<file path="src/tge_pkg.sv">
package tge_pkg;

  typedef logic [63:0] word_t;
  typedef logic [31:0] ip_t;
  typedef logic [15:0] port_t;
  typedef logic [15:0] len_t;
  typedef logic [15:0] seq_t;

  localparam int HDR_WORDS = 2;

  // Header word 0 field positions
  localparam int W0_DEST_IP_LSB    = 32;
  localparam int W0_DEST_PORT_LSB  = 16;
  localparam int W0_LOCAL_PORT_LSB = 0;

  // Header word 1 field positions
  localparam int W1_LOCAL_IP_LSB = 32;
  localparam int W1_LEN_LSB      = 16;
  localparam int W1_SEQ_LSB      = 0;

  function automatic word_t hdr_word0(ip_t dest_ip, port_t dest_port, port_t local_port);
    word_t w;
    w = '0;
    w[W0_DEST_IP_LSB +: $bits(ip_t)]      = dest_ip;
    w[W0_DEST_PORT_LSB +: $bits(port_t)]  = dest_port;
    w[W0_LOCAL_PORT_LSB +: $bits(port_t)] = local_port;
    return w;
  endfunction

  function automatic word_t hdr_word1(ip_t local_ip, len_t len, seq_t seq);
    word_t w;
    w = '0;
    w[W1_LOCAL_IP_LSB +: $bits(ip_t)] = local_ip;
    w[W1_LEN_LSB +: $bits(len_t)]     = len;
    w[W1_SEQ_LSB +: $bits(seq_t)]     = seq;
    return w;
  endfunction

endpackage

</file>
<file path="src/tge_beat_if.sv">
`timescale 1ns/1ps

interface tge_beat_if;
  import tge_pkg::*;

  logic  valid;
  word_t data;
  logic  last;
  // Frame metadata, meaningful on the first beat only
  ip_t   dest_ip;
  port_t dest_port;
  len_t  len;
  // One pulse per freed receiver slot
  logic  credit;

  modport sender (
    output valid, data, last, dest_ip, dest_port, len,
    input  credit
  );

  modport receiver (
    input  valid, data, last, dest_ip, dest_port, len,
    output credit
  );

endinterface

</file>
<file path="src/tge_tx_header.sv">
`timescale 1ns/1ps

module tge_tx_header #(
  parameter int CREDITS = 4
) (
  input  logic           clk,
  input  logic           mac_resetRR,
  input  tge_pkg::ip_t   local_ip,
  input  tge_pkg::port_t local_port,
  tge_beat_if.receiver   in_beat,
  tge_beat_if.sender     out_beat
);
  import tge_pkg::*;

  localparam int CW = $clog2(CREDITS + 1);
  localparam int IW = $clog2(CREDITS);

  typedef enum logic [1:0] {IDLE, HDR0, HDR1, PAYLOAD} state_t;

  state_t state;

  // Holding FIFO for incoming beats
  word_t f_data [CREDITS];
  logic  f_last [CREDITS];
  ip_t   f_ip [CREDITS];
  port_t f_port [CREDITS];
  len_t  f_len [CREDITS];

  logic [IW-1:0] wr_ix, rd_ix;
  logic [CW-1:0] f_cnt, o_cnt;
  logic  push, pop, can_send, have_frame;
  ip_t   src_ip, m_ip;
  port_t src_port, m_port;
  len_t  src_len, m_len;
  seq_t  seq;

  assign push     = in_beat.valid;
  assign can_send = o_cnt != '0 || out_beat.credit;
  assign pop      = state == PAYLOAD && f_cnt != '0 && can_send;

  // Empty FIFO in IDLE lets the arriving first beat start the header
  assign have_frame = f_cnt != '0 || in_beat.valid;
  assign src_ip     = f_cnt != '0 ? f_ip[rd_ix] : in_beat.dest_ip;
  assign src_port   = f_cnt != '0 ? f_port[rd_ix] : in_beat.dest_port;
  assign src_len    = f_cnt != '0 ? f_len[rd_ix] : in_beat.len;

  always_ff @(posedge clk) begin
    if (mac_resetRR) begin
      state          <= IDLE;
      wr_ix          <= '0;
      rd_ix          <= '0;
      f_cnt          <= '0;
      o_cnt          <= CW'(CREDITS);
      seq            <= '0;
      in_beat.credit <= 1'b0;
      out_beat.valid <= 1'b0;
      out_beat.last  <= 1'b0;
    end else begin
      in_beat.credit <= pop;
      out_beat.valid <= 1'b0;
      out_beat.last  <= 1'b0;
      f_cnt <= f_cnt + CW'(push) - CW'(pop);
      if (push) begin
        wr_ix <= wr_ix == IW'(CREDITS - 1) ? '0 : wr_ix + 1'b1;
      end
      if (pop) begin
        rd_ix <= rd_ix == IW'(CREDITS - 1) ? '0 : rd_ix + 1'b1;
      end
      o_cnt <= o_cnt + CW'(out_beat.credit)
             - CW'(can_send && (state == HDR0 || state == HDR1 || pop
                                || (state == IDLE && have_frame)));
      case (state)
        IDLE: begin
          if (have_frame) begin
            state          <= can_send ? HDR1 : HDR0;
            out_beat.valid <= can_send;
          end
        end
        HDR0: begin
          if (can_send) begin
            state          <= HDR1;
            out_beat.valid <= 1'b1;
          end
        end
        HDR1: begin
          if (can_send) begin
            state          <= PAYLOAD;
            out_beat.valid <= 1'b1;
          end
        end
        default: begin
          if (pop) begin
            out_beat.valid <= 1'b1;
            out_beat.last  <= f_last[rd_ix];
            if (f_last[rd_ix]) begin
              state <= IDLE;
              seq   <= seq + 1'b1;
            end
          end
        end
      endcase
    end
  end

  always_ff @(posedge clk) begin
    if (push) begin
      f_data[wr_ix] <= in_beat.data;
      f_last[wr_ix] <= in_beat.last;
      f_ip[wr_ix]   <= in_beat.dest_ip;
      f_port[wr_ix] <= in_beat.dest_port;
      f_len[wr_ix]  <= in_beat.len;
    end
    if (state == IDLE && have_frame) begin
      m_ip   <= src_ip;
      m_port <= src_port;
      m_len  <= src_len;
    end
    out_beat.dest_ip   <= state == IDLE ? src_ip : m_ip;
    out_beat.dest_port <= state == IDLE ? src_port : m_port;
    out_beat.len       <= (state == IDLE ? src_len : m_len) + len_t'(HDR_WORDS);
    case (state)
      IDLE:    out_beat.data <= hdr_word0(src_ip, src_port, local_port);
      HDR0:    out_beat.data <= hdr_word0(m_ip, m_port, local_port);
      HDR1:    out_beat.data <= hdr_word1(local_ip, m_len, seq);
      default: out_beat.data <= f_data[rd_ix];
    endcase
  end

  // Upstream credits must keep the holding FIFO from overfilling
  assert property (@(posedge clk) disable iff (mac_resetRR)
    push |-> f_cnt != CW'(CREDITS));

endmodule

</file>
<file path="src/flat_wrapper.sv">
// flat-port wrapper written by rule: the top's interface ports become plain ports
module tge_tx_header_flat import tge_pkg::*;
#(
  parameter int CREDITS = 4
)
  (clk, mac_resetRR, local_ip, local_port, in_beat_valid, in_beat_data, in_beat_last, in_beat_dest_ip, in_beat_dest_port, in_beat_len, in_beat_credit, out_beat_valid, out_beat_data, out_beat_last, out_beat_dest_ip, out_beat_dest_port, out_beat_len, out_beat_credit);
  tge_beat_if in_beat_i ();
  tge_beat_if out_beat_i ();
  input  logic clk;
  input  logic mac_resetRR;
  input  tge_pkg::ip_t local_ip;
  input  tge_pkg::port_t local_port;
  input wire logic [$bits(in_beat_i.valid)-1:0] in_beat_valid;
  input wire logic [$bits(in_beat_i.data)-1:0] in_beat_data;
  input wire logic [$bits(in_beat_i.last)-1:0] in_beat_last;
  input wire logic [$bits(in_beat_i.dest_ip)-1:0] in_beat_dest_ip;
  input wire logic [$bits(in_beat_i.dest_port)-1:0] in_beat_dest_port;
  input wire logic [$bits(in_beat_i.len)-1:0] in_beat_len;
  output wire logic [$bits(in_beat_i.credit)-1:0] in_beat_credit;
  output wire logic [$bits(out_beat_i.valid)-1:0] out_beat_valid;
  output wire logic [$bits(out_beat_i.data)-1:0] out_beat_data;
  output wire logic [$bits(out_beat_i.last)-1:0] out_beat_last;
  output wire logic [$bits(out_beat_i.dest_ip)-1:0] out_beat_dest_ip;
  output wire logic [$bits(out_beat_i.dest_port)-1:0] out_beat_dest_port;
  output wire logic [$bits(out_beat_i.len)-1:0] out_beat_len;
  input wire logic [$bits(out_beat_i.credit)-1:0] out_beat_credit;
  assign in_beat_i.valid = in_beat_valid;
  assign in_beat_i.data = in_beat_data;
  assign in_beat_i.last = in_beat_last;
  assign in_beat_i.dest_ip = in_beat_dest_ip;
  assign in_beat_i.dest_port = in_beat_dest_port;
  assign in_beat_i.len = in_beat_len;
  assign in_beat_credit = in_beat_i.credit;
  assign out_beat_valid = out_beat_i.valid;
  assign out_beat_data = out_beat_i.data;
  assign out_beat_last = out_beat_i.last;
  assign out_beat_dest_ip = out_beat_i.dest_ip;
  assign out_beat_dest_port = out_beat_i.dest_port;
  assign out_beat_len = out_beat_i.len;
  assign out_beat_i.credit = out_beat_credit;
  tge_tx_header #(.CREDITS(CREDITS)) u_core (.clk(clk), .mac_resetRR(mac_resetRR), .local_ip(local_ip), .local_port(local_port), .in_beat(in_beat_i), .out_beat(out_beat_i));
endmodule
</file>
<file path="config.mk">
export PLATFORM = sky130hd
export DESIGN_NAME = tge_tx_header_flat
export DESIGN_NICKNAME = d
export VERILOG_FILES = /design/src/tge_pkg.sv /design/src/tge_beat_if.sv /design/src/tge_tx_header.sv /design/src/flat_wrapper.sv
export SDC_FILE = /design/constraint.sdc
export NUM_CORES = 1
export LEC_CHECK = 0
export ABC_AREA = 1
export BUFFER_PORTS_ARGS = -buffer_cell sky130_fd_sc_hd__buf_2
export CAP_MARGIN = 10
export CORE_ASPECT_RATIO = 1.2
export CORE_MARGIN = 3
export CORE_UTILIZATION = 40
export CTS_CLUSTER_DIAMETER = 150
export DETAILED_ROUTE_END_ITERATION = 10
export SLEW_MARGIN = 20
export SYNTH_ARGS = -nofsm -noshare
export SYNTH_HDL_FRONTEND = slang
export SYNTH_SLANG_ARGS = --single-unit
</file>
<file path="constraint.sdc">
create_clock -name clk -period 3.8 [get_ports clk]
set_clock_uncertainty 0.2 [all_clocks]
set_input_delay 0.19 -clock clk [delete_from_list [all_inputs] [get_ports clk]]
set_output_delay 0.19 -clock clk [all_outputs]
set_load 0.05 [all_outputs]
</file>
Word level (Yosys, flattened, before mapping):

Memory sizes are Yosys's and may differ from the RTL's. A register that Yosys moved wholly into a read port is not among the register bits.
Cells that the tools add are included.

* flip-flop bits (word level): 223
* bits in writable memories: 516
* memories kept: 5

* add/sub/neg operators: 8
* equal/unequal tests: 8
* muxes and demuxes: 32
* bitwise operators: 2
* reduce and logical (&&, ||, !) cells: 19

Memory list
* u_core.f_data: depth 4, bits a word 64, rd ports 1, clocked after memory_dff 1, wr ports 1, line tge_tx_header.sv:23 `word_t f_data [CREDITS];`
* u_core.f_ip: depth 4, bits a word 32, rd ports 1, clocked after memory_dff 1, wr ports 1, line tge_tx_header.sv:25 `ip_t f_ip [CREDITS];`
* u_core.f_len: depth 4, bits a word 16, rd ports 1, clocked after memory_dff 1, wr ports 1, line tge_tx_header.sv:27 `len_t f_len [CREDITS];`
* u_core.f_port: depth 4, bits a word 16, rd ports 1, clocked after memory_dff 1, wr ports 1, line tge_tx_header.sv:26 `port_t f_port [CREDITS];`
* u_core.f_last: depth 4, bits a word 1, rd ports 1, clocked after memory_dff 1, wr ports 1, line tge_tx_header.sv:24 `logic f_last [CREDITS];`

Operator list (count)
* $pmux 64 s3: 1
* $mux 16: 4
* $mux 32: 2
* $mux 2: 18
* $add 16x1->16 const B: 1
* $add 16x2->16 const B: 1
* $eq 2x2->1 const B: 4
* $reduce_bool 4->1: 2
* $add 3x1->3: 2
* $ne 2x1->1 const B: 3
* $pmux 2 s3: 1
* $reduce_bool 3->1: 2
* $sub 3x1->3: 2
* $logic_or 1x1->1: 5
* $mux 1: 5
* $reduce_and 5->1: 1
* $reduce_or 5->1: 1
* $add 2x1->2 const B: 2
* $logic_and 1x1->1: 4
* $reduce_and 3->1: 1
* $reduce_or 3->1: 1
* $eq 2x1->1 const B: 1
* $logic_not 2->1: 1
* $not 1->1: 2
* other kinds (2): 2

Logic depth before layout (Yosys ltp):

* depth in word-level cells: 7
* mapped depth: 15
* mapped depth without buffers: 15

Least setup slack after synthesis:

Ideal clock, no wire load.

* path type: register to register
* start point: register u_core.wr_ix[0]
* end point: memory u_core.f_data[3][0] (netlist bit), enable pin
* setup time: 0.482 ns
* arrival time: 3.076 ns
* slack: 0.042 ns
* cell stages (with the launch flop): 4
* path buffers: 0
* period minus slack after synthesis: 3.758 ns
* cell sequence: dfxtp_1 ha_1 nand2_1 inv_1

RTL lines
* start: declaration: line tge_tx_header.sv:29 `logic [IW-1:0] wr_ix, rd_ix;`
* start signal: assignment: line tge_tx_header.sv:64 `wr_ix <= wr_ix == IW'(CREDITS - 1) ? '0 : wr_ix + 1'b1;`
* end: declaration: line tge_tx_header.sv:23

No word-level cell before the write port.

Worst setup path in the final report:

* start point: register u_core.state[0]
* end point: register u_core.out_beat.len[15]

* cells in the longest elaborated chain, start to end: 3

Ends and longest elaborated chain
* start: declaration: line tge_tx_header.sv:20 `state_t state;`
* start signal: assignment: line tge_tx_header.sv:75 `state <= can_send ? HDR1 : HDR0;`
* $logic_not 2->1: line tge_tx_header.sv:120 `out_beat.len <= (state == IDLE ? src_len : m_len) + len_t'(HDR_WORDS);`
* $mux 16: line tge_tx_header.sv:120
* $add 16x2->16: line tge_tx_header.sv:120
* end signal: assignment: line tge_tx_header.sv:120
* end: declaration: line tge_beat_if.sv:17 `output valid, data, last, dest_ip, dest_port, len,`

No other way between the ends.
A chain may end at the register's enable or synchronous reset.

==> reports/metrics.yaml <==
status: "finished, final reports clean"
cts_root_buf: "clkbuf_16"
ios: 312
worst_pin_slew_ns: 0.994
synthArstFlopShare_pct: 0
final_cells: 3938
grt_usage_pct: 21.8
synth_edf_count: 580
vdd_ir_drop_max_uv: 556
synth_top_cells_by_count: "edfxtp_1 (580), nor2_1 (444), nand2_1 (372), o21ai_0 (257), dfxtp_1 (161)"
dp_hpwl_mm: 53.9
slew_headroom_pct: 33.7
critPathMostFrequentCell: "nand2_1"
yosysTopAreaCellShare_pct: 60.2
fp.dieW_um: 252
clk_latency_ns: 0.60
power_uw: 26000
critPathSlowestCell: "buf_4"
antenna_found_initial: 19
wl_per_cell_um: 21.3
ys_seq_area_share_pct: 71.3
postCtsSetupBuffers: 0
synth.most_common_cell: "edfxtp_1"
leakagePower_uw: 0.0134
first_pass_iters: 5
io_buffers: 311
drv_slew: 0
cts_max_path_buffers: 3
finalCritPeriodShare_pct: 76.0
synth_area_leader_cell: "edfxtp_1"
place_congestion: 0.900
clkSinkCount: 741
rsz0062_at_grt: "false"
tritoncts: "built"
min_path_type: "input pin to flop"
drt_iter0_drc: 1992
grt_pass1_vias: 20357
power_density_nw_per_um2: 733
max_cap_viol_count: 0
tns_ns: 0
ant_nets: 0
postSynthAreaPerCell_um2: 11.7
ctsResizeCount: 0
fin_nets: 3139
path_clk_slew_ns: 0.06
synth_area_um2: 29000
fin_area_um2: 35500
holdBufCountCts: 181
grt_pass1_wl_mm: 125
max_freq_mhz: 346
yosys-top-cells-area: "edfxtp_1 (60%), dfxtp_1 (11%), nor2_1 (5.8%)"
drt-total-wl_mm: 83.9
cp_cell_sequence: "inv_1 > ha_4 > buf_4 > nand3_1 > nand2_1 > ha_1 > nand3_4 > nor2_2 > nand3_1 > nand2_1 > nand2_1"
finalSetupViolations: 0
hold_ws_ns: 0.144
dp.cells: 3609
path_class: "flop to flop"
fin_crit_ns: 2.89
ys.flop_type: "edfxtp_1"
required_ns: 4.08
drc: 0
via_count: 20679
initial_core_util_pct: 40.6
core-area_um2: 71400
cp_max_fo: 49
rows: 107
crit_path_end_kind: "flop"
final_layout_size_suffix_gt1_share_pct: 17.5
dieArea_um2: 75700
grt_start_max_net_pins: 125
max_stage_delay_ns: 0.57
gr-total-overflow: 0
viasPerCell: 5.25
yosysUniqueCellTypes: 43
critPathLaunchType: "flop"
cts_htree_levels: 3
dieHeight_um: 301
synth-seq-cells: 741
hold_viol_final: 0
postPlaceCellArea_um2: 31400
crit_arrival_ns: 3.17
synthesis.nets: 2680
syn-instance-count: 2481
cts_buffers: 74
area_growth_pct: 22.5
yosysWarnings: 0
layout by cell type (no fill, tap or decap), types with 4 or more instances in the layout:
master	synthesis	final
edfxtp_1	580	580
nor2_1	444	444
nand2_1	372	372
buf_2	27	311
o21ai_0	257	257
dlygate4sd3_1	0	181
dfxtp_1	161	159
a31oi_1	87	87
inv_1	94	86
clkbuf_16	0	78
a21oi_1	68	68
o22ai_1	65	65
nand3_1	56	56
clkbuf_1	70	27
buf_4	6	25
nand2_2	20	19
a22oi_1	16	16
clkinv_2	0	15
and2_1	14	14
diode_2	0	12
or2_2	12	12
ha_1	16	12
nand3_2	10	10
nand4_1	8	8
clkinv_1	0	8
buf_12	0	8
inv_6	1	7
nor2_4	6	6
xor2_1	6	6
a31oi_2	6	6
nor3_1	6	6
inv_2	2	4
o21ai_1	4	4
xnor2_1	4	4
report_power, final:
group	switching [µW]	total, µW	internal, µW	leakage, µW
clock	2990	6900	3910	0.00111
sequential	648	11000	10300	0.00670
combinational	6220	8130	1920	0.00558
critical path, delay by kind of cell, from the launching register on:
family,cells,cell delay [ns]
flops,1,0.38
buf+inv,2,0.78
fa+ha+maj,2,0.59
simple gates,7,0.79
state kept, by name (all words and copies together) (netlist names), 32 cells and up, named ones only:
name	count
u_core.f_data	256
u_core.f_port	64
u_core.m_ip	32
u_core.f_len	64
u_core.f_ip	128
u_core.out_beat.data	64
u_core.out_beat.dest_ip	32
path summary, 6_finish.rpt:
kind	slack, ns	endpoint	startpoint	cells after the start
max	0.91	u_core.out_beat.len[15]	u_core.state[0]	11
min	0.14	u_core.f_data[2][55]	in_beat_data[55]	2
max reg2reg	0.91	u_core.out_beat.len[15]	u_core.state[0]	11
min reg2reg	0.27	u_core.out_beat.dest_port[1]	u_core.m_port[1]	2
routing by layer:
metal / vias up / share of wire (%) / wire, µm / global-route usage, %
li1: 9644 / - / - / -
met1: 10104 / 43 / 35800 / 29.6
met2: 788 / 47 / 39300 / 35.1
met3: 133 / 6.9 / 5790 / 4.03
met4: 10 / 3.6 / 2980 / 8.11
met5: - / 0.081 / 68 / 0
layout make-up:
class / instances / area (µm²)
fill: 6214 / 35900
sequential: 741 / 20600
multi-input combinational: 1501 / 7260
timing repair buffer: 525 / 3720
clock buffer: 108 / 2090
tap: 926 / 1160
inverter: 97 / 393
clock inverter: 28 / 171
antenna: 12 / 30.0
stage by stage:
stage               setup slack (ns)  utilization [%]
floorplan                     0.0422                -
global placement               0.946             43.9
detailed placement             0.905             43.9
CTS                            0.885             49.7
global route                   0.639             49.7
finish                         0.914             49.7
cells by family (layout without fill, tap and decap cells):
family	after synthesis	in the layout	synth area share (%)
and+or+nand+nor	957	957	13.7
DFF	741	741	71.3
AOI/OAI and AO/OA	515	515	10.0
buffers and inverters	239	758	3.80
adders and majority gates	18	18	0.830
xor gates and xnor gates	11	11	0.359
other	0	12	0
Power figures use the tool's default switching activity.
