<file path="src/tge_pkg.sv">
package tge_pkg;

  typedef logic [63:0] word_t;
  typedef logic [31:0] ip_t;
  typedef logic [15:0] port_t;
  typedef logic [15:0] len_t;
  typedef logic [15:0] seq_t;

  localparam int HDR_WORDS = 2;

  // Header word 0 field positions
  localparam int W0_DEST_IP_LSB    = 32;
  localparam int W0_DEST_PORT_LSB  = 16;
  localparam int W0_LOCAL_PORT_LSB = 0;

  // Header word 1 field positions
  localparam int W1_LOCAL_IP_LSB = 32;
  localparam int W1_LEN_LSB      = 16;
  localparam int W1_SEQ_LSB      = 0;

  function automatic word_t hdr_word0(ip_t dest_ip, port_t dest_port, port_t local_port);
    word_t w;
    w = '0;
    w[W0_DEST_IP_LSB +: $bits(ip_t)]      = dest_ip;
    w[W0_DEST_PORT_LSB +: $bits(port_t)]  = dest_port;
    w[W0_LOCAL_PORT_LSB +: $bits(port_t)] = local_port;
    return w;
  endfunction

  function automatic word_t hdr_word1(ip_t local_ip, len_t len, seq_t seq);
    word_t w;
    w = '0;
    w[W1_LOCAL_IP_LSB +: $bits(ip_t)] = local_ip;
    w[W1_LEN_LSB +: $bits(len_t)]     = len;
    w[W1_SEQ_LSB +: $bits(seq_t)]     = seq;
    return w;
  endfunction

endpackage

</file>
<file path="src/tge_beat_if.sv">
`timescale 1ns/1ps

interface tge_beat_if;
  import tge_pkg::*;

  logic  valid;
  word_t data;
  logic  last;
  // Frame metadata, meaningful on the first beat only
  ip_t   dest_ip;
  port_t dest_port;
  len_t  len;
  // One pulse per freed receiver slot
  logic  credit;

  modport sender (
    output valid, data, last, dest_ip, dest_port, len,
    input  credit
  );

  modport receiver (
    input  valid, data, last, dest_ip, dest_port, len,
    output credit
  );

endinterface

</file>
<file path="src/tge_tx_mac_out.sv">
`timescale 1ns/1ps

module tge_tx_mac_out #(
  parameter int CREDITS   = 4,
  parameter int LED_WIDTH = 26
) (
  input  logic           clk,
  input  logic           mac_resetRR,
  input  logic           mac_tx_ready,
  output logic           mac_tx_valid,
  output tge_pkg::word_t mac_tx_data,
  output logic           mac_tx_last,
  output logic           led_tx,
  tge_beat_if.receiver   in_beat
);
  import tge_pkg::*;

  localparam int CW = $clog2(CREDITS + 1);
  localparam int IW = $clog2(CREDITS);

  word_t s_data [CREDITS];
  logic  s_last [CREDITS];

  logic [IW-1:0]        wr_ix, rd_ix;
  logic [CW-1:0]        s_cnt;
  logic                 xfer, first_beat;
  logic [LED_WIDTH-1:0] stretch;

  // Skid FIFO head drives the MAC stream directly
  assign mac_tx_valid = s_cnt != '0;
  assign mac_tx_data  = s_data[rd_ix];
  assign mac_tx_last  = s_last[rd_ix];
  assign xfer         = mac_tx_valid && mac_tx_ready;

  always_ff @(posedge clk) begin
    if (mac_resetRR) begin
      wr_ix          <= '0;
      rd_ix          <= '0;
      s_cnt          <= '0;
      in_beat.credit <= 1'b0;
    end else begin
      in_beat.credit <= xfer;
      s_cnt <= s_cnt + CW'(in_beat.valid) - CW'(xfer);
      if (in_beat.valid) begin
        wr_ix <= wr_ix == IW'(CREDITS - 1) ? '0 : wr_ix + 1'b1;
      end
      if (xfer) begin
        rd_ix <= rd_ix == IW'(CREDITS - 1) ? '0 : rd_ix + 1'b1;
      end
    end
  end

  always_ff @(posedge clk) begin
    if (in_beat.valid) begin
      s_data[wr_ix] <= in_beat.data;
      s_last[wr_ix] <= in_beat.last;
    end
  end

  // Activity LED, retriggered by each frame start
  always_ff @(posedge clk) begin
    if (mac_resetRR) begin
      first_beat <= 1'b1;
      stretch    <= '0;
      led_tx     <= 1'b0;
    end else begin
      led_tx <= stretch[LED_WIDTH-1];
      if (xfer) begin
        first_beat <= mac_tx_last;
      end
      if (xfer && first_beat) begin
        stretch <= '1;
      end else if (stretch[LED_WIDTH-1]) begin
        stretch <= stretch - 1'b1;
      end
    end
  end

  // Upstream credit accounting must keep the FIFO from overfilling
  assert property (@(posedge clk) disable iff (mac_resetRR)
    in_beat.valid |-> s_cnt != CW'(CREDITS));

endmodule

</file>
<file path="src/flat_wrapper.sv">
// flat-port wrapper written by rule: the top's interface ports become plain ports
module tge_tx_mac_out_flat import tge_pkg::*;
#(
  parameter int CREDITS   = 4,
  parameter int LED_WIDTH = 26
)
  (clk, mac_resetRR, mac_tx_ready, mac_tx_valid, mac_tx_data, mac_tx_last, led_tx, in_beat_valid, in_beat_data, in_beat_last, in_beat_dest_ip, in_beat_dest_port, in_beat_len, in_beat_credit);
  tge_beat_if in_beat_i ();
  input  logic clk;
  input  logic mac_resetRR;
  input  logic mac_tx_ready;
  output logic mac_tx_valid;
  output tge_pkg::word_t mac_tx_data;
  output logic mac_tx_last;
  output logic led_tx;
  input wire logic [$bits(in_beat_i.valid)-1:0] in_beat_valid;
  input wire logic [$bits(in_beat_i.data)-1:0] in_beat_data;
  input wire logic [$bits(in_beat_i.last)-1:0] in_beat_last;
  input wire logic [$bits(in_beat_i.dest_ip)-1:0] in_beat_dest_ip;
  input wire logic [$bits(in_beat_i.dest_port)-1:0] in_beat_dest_port;
  input wire logic [$bits(in_beat_i.len)-1:0] in_beat_len;
  output wire logic [$bits(in_beat_i.credit)-1:0] in_beat_credit;
  assign in_beat_i.valid = in_beat_valid;
  assign in_beat_i.data = in_beat_data;
  assign in_beat_i.last = in_beat_last;
  assign in_beat_i.dest_ip = in_beat_dest_ip;
  assign in_beat_i.dest_port = in_beat_dest_port;
  assign in_beat_i.len = in_beat_len;
  assign in_beat_credit = in_beat_i.credit;
  tge_tx_mac_out #(.CREDITS(CREDITS), .LED_WIDTH(LED_WIDTH)) u_core (.clk(clk), .mac_resetRR(mac_resetRR), .mac_tx_ready(mac_tx_ready), .mac_tx_valid(mac_tx_valid), .mac_tx_data(mac_tx_data), .mac_tx_last(mac_tx_last), .led_tx(led_tx), .in_beat(in_beat_i));
endmodule
</file>
<file path="config.mk">
export PLATFORM = sky130hd
export DESIGN_NAME = tge_tx_mac_out_flat
export DESIGN_NICKNAME = d
export VERILOG_FILES = /design/src/tge_pkg.sv /design/src/tge_beat_if.sv /design/src/tge_tx_mac_out.sv /design/src/flat_wrapper.sv
export SDC_FILE = /design/constraint.sdc
export NUM_CORES = 1
export LEC_CHECK = 0
export ABC_CLOCK_PERIOD_IN_PS = 3500
export BUFFER_PORTS_ARGS = -buffer_cell sky130_fd_sc_hd__buf_4
export CORE_ASPECT_RATIO = 1.2
export CORE_MARGIN = 3
export CORE_UTILIZATION = 55
export CTS_CLUSTER_DIAMETER = 150
export CTS_CLUSTER_SIZE = 28
export DETAILED_ROUTE_END_ITERATION = 8
export MAX_ROUTING_LAYER = met4
export PLACE_DENSITY = 0.79
export RECOVER_POWER = 50
export SLEW_MARGIN = 10
export SYNTH_ARGS = -nofsm -noshare
export SYNTH_HDL_FRONTEND = slang
export SYNTH_SLANG_ARGS = --single-unit
</file>
<file path="constraint.sdc">
create_clock -name clk -period 3.5 [get_ports clk]
set_clock_uncertainty 0.2 [all_clocks]
set_input_delay 0.7 -clock clk [delete_from_list [all_inputs] [get_ports clk]]
set_output_delay 0.7 -clock clk [all_outputs]
set_load 0.01 [all_outputs]
</file>
Word level (Yosys, flattened, before mapping)
Memories as Yosys holds them, arrays and structs flattened. A register that Yosys moved wholly into a read port is not among the register bits.
Cells that the tools add are included.
- $add $sub $neg: 5
- equal/unequal tests: 2
- reductions and logical operators: 4
- multiplexer cells: 10
- operators with widths (operator ; number):
    $mux W26 ; 2
    $sub A26 B1 Y26 const B ; 1
    $mux W2 ; 6
    $add A2 B1 Y2 const B ; 2
    $eq A2 B2 Y1 const B ; 2
    $add A3 B1 Y3 ; 1
    $reduce_bool A3 Y1 ; 1
    $sub A3 B1 Y3 ; 1
    $logic_and A1 B1 Y1 ; 2
    $mux W1 ; 2
    $reduce_bool A2 Y1 ; 1
- input port bits: 133
- logic and storage cells: 31
- bits in writable memories: 260
- register bits after elaboration: 36
- memories kept: 2
- output and inout port bits: 68
- memories (name ; words ; width ; read ports ; clocked after Yosys merged registers in ; write ports ; line ; source):
    u_core.s_data ; 4 ; 64 ; 1 ; 1 ; 1 ; tge_tx_mac_out.sv:21 ; word_t s_data [CREDITS];
    u_core.s_last ; 4 ; 1 ; 1 ; 1 ; 1 ; tge_tx_mac_out.sv:22 ; logic s_last [CREDITS];

Longest topological paths before layout
Gate-level depths: netlist of run 1.
- depth in word-level cells: 4
- gate-level depth with buffers: 9
- mapped depth without buffers: 9

Worst setup path before layout of run 1
OpenSTA, ideal clock, no wires.
- path type: input-to-reg
- from: input port in_beat_valid
- to: memory u_core.s_data[0][0] (netlist name) (enable)
- data required time: 2870 ps
- slack: 641 ps
- cell stages on the path: 1
- path buffers: 0
- data arrival time: 2229 ps
- setup time: 430 ps
- cells stage by stage: and2_1
- word-level cells in the longest chain between the ends: 2
- RTL lines (item ; line ; source):
    start: declaration ; flat_wrapper.sv:16 ; input wire logic [$bits(in_beat_i.valid)-1:0] in_beat_valid;
    $mux W1 ; tge_tx_mac_out.sv:54 ; if (in_beat.valid) begin
    $mux W1 (implied by the code) ; tge_tx_mac_out.sv:55 ; s_data[wr_ix] <= in_beat.data;
    end: declaration ; tge_tx_mac_out.sv:21 ;
No other way between the ends.

==> qor.yml, run 1 <==
outcome: "finished, violations left"
failed_checks: "capacitance limit, slew limit"
antenna_left: 0
avgSynthCellArea_um2: 20.6
r2r-start: "u_core.wr_ix[0]$_SDFFE_PP0P_"
grt_pass1_vias: 5985
cts_tree: "built"
dieArea_um2: 22100
gp_congestion: 0.773
power_density_nw_per_um2: 639
start_kind: "register"
fin_tns_setup_ns: 0
numCtsBuffers: 14
yosys_most_used_dff: "edfxtp_1"
cp.required_ns: 2.60
root_buffer: "clkbuf_16"
via_per_inst: 5.92
worst_setup_path_end_kind: "output pin"
num_vias: 5607
peakVddDrop_mv: 0.400
track_usage: 0.199
dr.pass1.iters: 5
synthToLayoutAreaGrowth_pct: 13.9
die_h_um: 162
synth-edff-count: 260
synthCells: 542
clk_pin_slew_ns: 0.10
path_max_fanout: 26
rows: 56
use_met2: 0.345
max_slew_margin: -0.402
rsz0062_at_grt: "false"
hold_class: "in2reg"
place_area_um2: 12600
syn-num-nets: 684
io_pins: 201
antenna_found_initial: 0
worst_pin_slew_ns: 2.10
maxCapViolCount: 2
grt_max_degree: 66
clockBufferDepth: 3
fp.dieW_um: 136
synth_cell_types: 42
nets: 820
drt_iter0_markers: 374
holdPathStages: 1
yosysWarnings: 0
met3_usage: 0.0270
htreeDepth: 1
fmaxAchievable_mhz: 328
ctsResizeCount: 0
p_leak_uw: 0.00406
whs_endpoint: "u_core.s_data[1][51]$_DFFE_PP_"
path_cells: "buf_12, mux4_2, buf_4"
io_buffer_count: 136
hpwl_um: 13000
cts.sinks: 298
hold_viol_final: 0
drive_above_1_share: 0.248
final.min_clock_period_ns: 3.05
drc: 0
yosysMostFrequentCell: "edfxtp_1"
clk_latency_ns: 0.49
yosysSeqAreaShare: 0.766
grt_pass1_wl_um: 33100
ff2ff_path_depth: 4
synth.area.top_cells: "edfxtp_1 70%, mux4_2 13%, dfxtp_1 6.8%, ha_1 0.90%, xnor2_1 0.78%"
fin_crit_sh: 0.871
diodes: 0
ff2ff_setup_slack_ns: 0.47
critical-path-max-stage-delay_ns: 0.63
stdcell_area_um2: 12700
worstSetupPathType: "reg2out"
core_um2: 19800
syn_area_um2: 11200
wire_per_inst_um: 22.0
synth_common_cells: "260 x edfxtp_1, 65 x mux4_2, 38 x dfxtp_1, 16 x a21oi_1, 15 x clkbuf_1"
whs_ns: 0.268
ys_async_sr_fraction: 0
rr_endpoint: "u_core.s_data[2][53]$_DFFE_PP_"
arrival_ns: 2.15
initial_core_util: 0.566
post_cts_buffers: 0
grt.busiest_layer: "met2"
routed_wl_um: 20800
synth_top_area_share: 0.698
cts_hold_buf: 0
synth_area_leader_cell: "edfxtp_1"
maxSlewViolCount: 91
ys_seq_elements: 298
grt_overflow: 0
critPathSlowestCell: "dfxtp_4"
min_from: "in_beat_data[51]"
setup_viol: 0
grtUsageMet1: 0.255
-- sequential cells by signal (all words and copies together) (netlist names), named ones only --
name / flops
u_core.s_cnt: 3
u_core.s_last: 4
u_core.led_tx: 1
u_core.first_beat: 1
u_core.stretch: 26
u_core.in_beat.credit: 1
u_core.s_data: 256
u_core.rd_ix: 2
u_core.wr_ix: 2
-- worst max path at each step --
stage / from / endpoint / slack, ns / depth (start not counted)
2_1_floorplan: in_beat_valid / u_core.s_data[0][0]$_DFFE_PP_ / 0.64 / 1
3_3_place_gp: mac_tx_ready / u_core.s_cnt[2]$_SDFF_PP0_ / 0.73 / 10
3_5_place_dp: mac_tx_ready / u_core.s_cnt[2]$_SDFF_PP0_ / 0.67 / 10
4_1_cts: register / mac_tx_data[27] / 0.39 / 3
5_1_grt: u_core.wr_ix[0]$_SDFFE_PP0P_ / u_core.s_data[2][53]$_DFFE_PP_ / 0.23 / 4
6_report: register / mac_tx_data[27] / 0.45 / 3
-- kinds of logic after synthesis --
family                   synth area share
flip-flops                          0.766
AND/OR/NAND/NOR                    0.0430
multiplexers                        0.133
AO/OA/AOI/OAI                      0.0238
buffers and inverters              0.0133
XOR/XNOR                           0.0102
adder cells (fa/ha/maj)            0.0107
-- critical path, delay by kind of cell, from the launching register on --
family / cells / cell delay [ns]
flops: 1 / 0.63
mux: 1 / 0.57
buf+inv: 2 / 0.46
-- per-layer routing --
metal / wire length (um) / part of all wire
met4: 354 / 0.017
met2: 11400 / 0.55
met1: 7840 / 0.38
met3: 1220 / 0.059
met5: 0 / 0
-- final cells by class --
type / instances / area [um2]
clock buffer: 23 / 405
inverter: 12 / 45.0
timing repair buffer: 144 / 906
tap: 261 / 327
clock inverter: 1 / 11.3
sequential: 298 / 8580
fill: 1363 / 7020
multi-input combinational: 208 / 2470
-- stage by stage --
stage | power [uW] | std cells | util | setup WS (ns)
after floorplan | 5680 | 542 | - | 0.641
after global placement | 6350 | 923 | 0.638 | 0.730
after detailed placement | 6470 | 923 | 0.638 | 0.666
after CTS | 8270 | 947 | 0.659 | 0.387
after global routing | 8530 | 947 | 0.645 | 0.230
final | 8140 | 947 | 0.645 | 0.450
-- report_power, final --
part | total [uW] | switching [uW] | internal, uW
logic | 1910 | 939 | 973
registers | 4420 | 271 | 4150
clock network | 1810 | 996 | 814
total | 8140 | 2210 | 5940
-- cell usage in the layout (no fill, tap or decap), types with 9 or more instances in the layout --
cell type	instances
clkbuf_1	74
nand2_1	14
nor2_1	11
dfxtp_1	36
a31oi_1	9
clkbuf_16	15
a21oi_1	16
edfxtp_1	260
mux4_2	65
buf_4	71
xnor2_1	10
inv_1	12
Power figures use the tool's default switching activity.
==> run 2, diff against run 1 <==
--- a/config.mk
+++ b/config.mk
@@ -14,7 +14,7 @@
 export CTS_CLUSTER_SIZE = 28
 export DETAILED_ROUTE_END_ITERATION = 8
 export MAX_ROUTING_LAYER = met4
-export PLACE_DENSITY = 0.79
+export PLACE_DENSITY = 0.84
 export RECOVER_POWER = 50
 export SLEW_MARGIN = 10
 export SYNTH_ARGS = -nofsm -noshare
==> run 2 against run 1 <==
Net effect:
- the run still ends with capacitance limit, slew limit left
- die area did not move
- critical path type unchanged
- first-iteration DRC count rose by 33%
- via count rose by 0.48%
- hold slack barely moved
- critical path depth did not move
- critical endpoint is now mac_tx_data[61]
- combinational power barely moved
- non-clock buffer count fell by 4
- flip-flop and latch count did not move
- design area fell by 0.66%
- largest power group unchanged
- clock-buffer cell count did not move
- clock power barely moved
- total power barely moved
==> qor.yml, run 2 (same netlist as run 1, synthesis figures left out) <==
outcome: "finished, violations left"
failed_checks: "capacitance limit, slew limit"
setup_slack_ns: 0.455  # +0.00501 ns
drc: 0  # unchanged
via_per_inst: 5.97  # +0.91%
clk_pin_slew_ns: 0.10  # about the same
numCtsBuffers: 14  # unchanged
grt_pass1_wl_um: 33800  # +1.8%
reg_top3: "u_core.s_data: 256 flops, u_core.stretch: 26 flops, u_core.s_last: 4 flops"
synthToLayoutAreaGrowth_pct: 13.2
cp.required_ns: 2.60  # about the same
htreeDepth: 1  # unchanged
path_cells: "buf_4, mux4_2, buf_4"
critPathBufInv: 2  # unchanged
ctsResizeCount: 0  # unchanged
critical-path-max-stage-delay_ns: 0.60  # -0.03 ns
top_register: "u_core.s_data"
cts_hold_buf: 0  # unchanged
start_kind: "register"
fin_crit_sh: 0.870  # -0.00143
clockBufferDepth: 3  # unchanged
power_density_nw_per_um2: 644  # +0.67%
multi_input_area_um2: 2470  # about the same
final.min_clock_period_ns: 3.04  # -0.00501 ns
io_buffer_count: 136  # unchanged
rsz0062_at_grt: "false"
fin_tns_setup_ns: 0  # unchanged
worstSetupPathType: "reg2out"
post_cts_buffers: 0  # unchanged
antenna_left: 0  # unchanged
fmaxAchievable_mhz: 328  # +0.16%
grt_max_degree: 66  # unchanged
cts.sinks: 298  # unchanged
hpwl_um: 13000  # about the same
hold_viol_final: 0  # unchanged
clk_latency_ns: 0.48  # about the same
nets: 816  # -0.49%
dieArea_um2: 22100  # unchanged
routed_wl_um: 21400  # +3.1%
maxSlewViolCount: 132  # +45%
crit_family: "buffers and inverters"
min_from: "in_beat_data[12]"
num_vias: 5634  # +0.48%
fill_cells: 1337  # -1.9%
path_max_fanout: 22  # -15%
p_leak_uw: 0.00402  # -0.98%
initial_core_util: 0.566  # unchanged
root_buffer: "clkbuf_16"
drive_above_1_share: 0.242  # -0.00588
layout_common_cells: "260 x edfxtp_1, 76 x clkbuf_1, 70 x buf_4"
grt_overflow: 0  # unchanged
fp.dieW_um: 136  # unchanged
gp_congestion: 0.746  # -3.5%
register_area_um2: 8580  # unchanged
cp_common_cell: "buf_4"
grt_pass1_vias: 5892  # -1.6%
r2r-start: "u_core.s_cnt[1]$_SDFF_PP0_"
track_usage: 0.204  # +0.00496
final_core_util: 0.641  # -0.00424
max_slew_margin: -0.172  # +0.230
maxCapViolCount: 2  # unchanged
cts_tree: "built"
wire_per_inst_um: 22.7  # +3.5%
setup_viol: 0  # unchanged
final_common_cell: "edfxtp_1"
worst_pin_slew_ns: 1.76  # -0.343 ns
die_h_um: 162  # unchanged
dr.pass1.iters: 5  # unchanged
diodes: 0  # unchanged
antenna_found_initial: 0  # unchanged
largest_reg_flops: 256  # unchanged
hold_class: "in2reg"
peakVddDrop_mv: 0.411  # +2.8%
drt_iter0_markers: 499  # +33%
io_pins: 201  # unchanged
arrival_ns: 2.14  # about the same
core_um2: 19800  # unchanged
critPathSlowestCell: "mux4_2"
worst_setup_path_end_kind: "output pin"
post-place-ws_ns: 0.569  # -0.0975 ns
rows: 56  # unchanged
-- run 2: cell count changes in the layout (fill, tap and decap cells not counted), sizes merged --
cell    before  now
buf         77   72
clkbuf      90   91
-- run 2: worst register-to-register path, cell delays in order, from the launching register on --
cell	delay, ns
dfxtp_1	0.36
o31ai_1	0.63
inv_1	0.21
ha_1	0.33
inv_1	0.04
ha_1	0.18
fa_1	0.39
xnor2_1	0.22
xnor2_1	0.15
nor2_1	0.06
-- run 2: worst paths after layout --
check,depth (start not counted),slack (ns),to
setup reg to reg,9,0.62,u_core.s_cnt[2]$_SDFF_PP0_
hold / removal,1,0.27,u_core.s_data[3][12]$_DFFE_PP_
setup / recovery,3,0.46,mac_tx_data[61]
hold reg to reg,2,0.29,register
-- run 2: metal layers --
layer	up-vias	global-route usage	part of all wire	wire length, um
met5	-	-	0	0
met4	0	0.0408	0.016	340
met3	29	0.0270	0.061	1310
met2	202	0.351	0.55	11700
met1	2919	0.266	0.38	8060
li1	2484	-	-	-
-- run 2: where the power goes --
part           switching, uW  internal (uW)
registers                251           4150
logic                    981            953
clock network            993            815
-- run 2: final cells by class --
| class | instances | area share |
|---|---|---|
| well taps | 261 | 0.0258 |
| clock buffers | 23 | 0.0320 |
| repair buffers | 140 | 0.0648 |
| clock inverters | 1 | 0.000890 |
| inverters | 12 | 0.00356 |
| multi-input cells | 208 | 0.195 |
| flip-flops and latches | 298 | 0.678 |
-- run 2: metrics by stage --
stage	power, uW	hold slack (ns)	instances	cell area, um2
after global routing	8510	0.275	943	12700
after detailed placement	6460	0.273	919	12500
after CTS	8260	0.185	943	12900
after floorplan	5680	0.254	542	11200
final	8150	0.268	943	12700
after global placement	6320	0.251	919	12500
==> run 3, diff against run 2 <==
--- a/config.mk
+++ b/config.mk
@@ -8,11 +8,13 @@
 export ABC_CLOCK_PERIOD_IN_PS = 3500
 export BUFFER_PORTS_ARGS = -buffer_cell sky130_fd_sc_hd__buf_4
 export CORE_ASPECT_RATIO = 1.2
-export CORE_MARGIN = 3
+export CORE_MARGIN = 2
 export CORE_UTILIZATION = 55
 export CTS_CLUSTER_DIAMETER = 150
 export CTS_CLUSTER_SIZE = 28
 export DETAILED_ROUTE_END_ITERATION = 8
+export GPL_TIMING_DRIVEN = 0
+export HOLD_SLACK_MARGIN = 0.02
 export MAX_ROUTING_LAYER = met4
 export PLACE_DENSITY = 0.84
 export RECOVER_POWER = 50
==> run 3 against run 2 <==
Net effect:
- the flow still finishes with violations (capacitance limit, slew limit)
- clock power is essentially flat
- largest power group unchanged
- setup slack got worse by 0.35 ns
- critical endpoint is now mac_tx_data[45]
- sequential share of layout area is 0.74 points lower
- total power grew 0.49%
- largest cell class unchanged
- critical path type unchanged
- global-route usage is 1.1 points higher
==> qor.yml, run 3 (same netlist as run 1, synthesis figures left out) <==
grt_pass1_vias: 5862  # -0.51%
largest_reg_flops: 256  # unchanged
start_kind: "register"
whs_ns: 0.270  # +0.00244 ns
post_cts_buffers: 0  # unchanged
initial_core_util: 0.556  # -0.00993
drive_above_1_share: 0.247  # +0.00487
hpwl_um: 13900  # +7.5%
rows: 57  # +1.8%
drc: 0  # unchanged
io_buffer_count: 135  # -0.74%
diodes: 0  # unchanged
failed_checks: "capacitance limit, slew limit"
clk_pin_slew_ns: 0.10  # about the same
ff2ff_path_depth: 3  # -6
p_leak_uw: 0.00410  # +1.9%
path_max_fanout: 10  # -55%
htreeDepth: 1  # unchanged
top_register: "u_core.s_data"
core_um2: 20100  # +1.8%
clk_latency_ns: 0.48  # about the same
fmaxAchievable_mhz: 295  # -10%
dr.pass1.iters: 4  # -1
outcome: "finished, violations left"
place_area_um2: 12600  # +0.89%
maxCapViolCount: 2  # unchanged
maxSlewViolCount: 62  # -53%
hold_class: "in2reg"
wire_per_inst_um: 22.9  # +0.83%
worst_setup_path_end_kind: "output pin"
dieArea_um2: 21500  # -2.7%
fin_crit_sh: 0.969  # +0.0991
fin_cells: 970  # +2.9%
reg_top3: "u_core.s_data: 256 flops, u_core.stretch: 26 flops, u_core.s_last: 4 flops"
grt_overflow: 0  # unchanged
arrival_ns: 2.49  # +0.35 ns
stdcell_area_um2: 12800  # +1.0%
r2r-start: "u_core.wr_ix[0]$_SDFFE_PP0P_"
track_usage: 0.215  # +0.0107
power_density_nw_per_um2: 640  # -0.51%
worstSetupPathType: "reg2out"
clockBufferDepth: 3  # unchanged
die_h_um: 160  # -1.2%
routed_wl_um: 22200  # +3.7%
dp_cells: 946  # +2.9%
hold_viol_final: 0  # unchanged
rr_endpoint: "u_core.s_data[1][51]$_DFFE_PP_"
numCtsBuffers: 14  # unchanged
gp_congestion: 0.779  # +4.3%
max_slew_margin: -0.628  # -0.456
min_from: "in_beat_data[55]"
antenna_found_initial: 0  # unchanged
whs_endpoint: "u_core.s_data[3][55]$_DFFE_PP_"
cts_tree: "built"
root_buffer: "clkbuf_16"
num_vias: 5726  # +1.6%
rsz0062_at_grt: "false"
drt_iter0_markers: 488  # -2.2%
via_per_inst: 5.90  # -1.2%
peakVddDrop_mv: 0.379  # -7.7%
ff2ff_setup_slack_ns: 0.28  # -0.34 ns
setup_viol: 0  # unchanged
cp.required_ns: 2.60  # about the same
final_common_cell: "edfxtp_1"
worst_pin_slew_ns: 2.44  # +0.684 ns
nets: 839  # +2.8%
fin_tns_setup_ns: 0  # unchanged
io_pins: 201  # unchanged
layout_common_cells: "260 x edfxtp_1, 86 x clkbuf_1, 70 x buf_4"
grt_pass1_wl_um: 34100  # +1.1%
fin_total_pwr_uw: 8190  # +0.49%
antenna_left: 0  # unchanged
grt_max_degree: 36  # -45%
holdPathStages: 1  # unchanged
synthToLayoutAreaGrowth_pct: 14.3
cts_hold_buf: 0  # unchanged
cts.sinks: 298  # unchanged
final.min_clock_period_ns: 3.39  # +0.347 ns
fp.dieW_um: 134  # -1.5%
==> run 3: changes by cell type in the layout (fill, tap and decap cells not counted), sizes merged <==
cell,before,now
clkbuf,91,104
buf,72,82
==> run 3: how the worst max path moves through the flow <==
stage                       start                              to  slack, ns  depth (start not counted)
finish                   register                 mac_tx_data[45]       0.11                          4
global route             register                 mac_tx_data[11]      0.007                          4
CTS                      register                 mac_tx_data[26]       0.04                          4
detailed placement       register                 mac_tx_data[42]       0.55                          4
global placement    in_beat_valid  u_core.s_data[1][49]$_DFFE_PP_      -0.61                          2
floorplan           in_beat_valid   u_core.s_data[0][0]$_DFFE_PP_       0.64                          1
==> run 3: report_power, final <==
group          switching, uW  internal (uW)  leakage [uW]  total, uW
clock                    999            814      0.000200       1810
sequential               205           4150       0.00270       4350
combinational           1050            973       0.00120       2020
total                   2250           5940       0.00410       8190
==> run 3: area by class of cell <==
type                       count  area [um2]
multi-input combinational    208        2470
tap                          265         332
sequential                   298        8570
clock inverter                 1        11.3
timing repair buffer         139         850
inverter                      12        45.0
fill                        1400        7330
clock buffer                  23         405
buffer                        24         104
==> run 3: timing repair <==
action                     CTS  global route
setup endpoints to repair   11             1
gates cloned                 0             0
resized for setup            2             2
==> run 3: stage by stage <==
step	worst slack [ns]	utilization
2_1_floorplan	0.641	-
3_3_place_gp	-0.607	0.623
3_5_place_dp	0.545	0.627
4_1_cts	0.0434	0.648
5_1_grt	0.00734	0.636
6_report	0.108	0.636
==> run 3: layer usage <==
layer	global-route usage	vias to the layer above	wire (um)
li1	-	2521	-
met1	0.267	2964	8520
met2	0.381	210	12100
met3	0.0314	31	1260
met4	0.0407	0	363
met5	-	-	0
==> run 3: worst max-delay path, cell delays in order, from the launching register on <==
cell,delay [ns]
dfxtp_1,0.35
clkbuf_1,0.53
clkbuf_1,0.55
mux4_2,0.42
buf_4,0.16
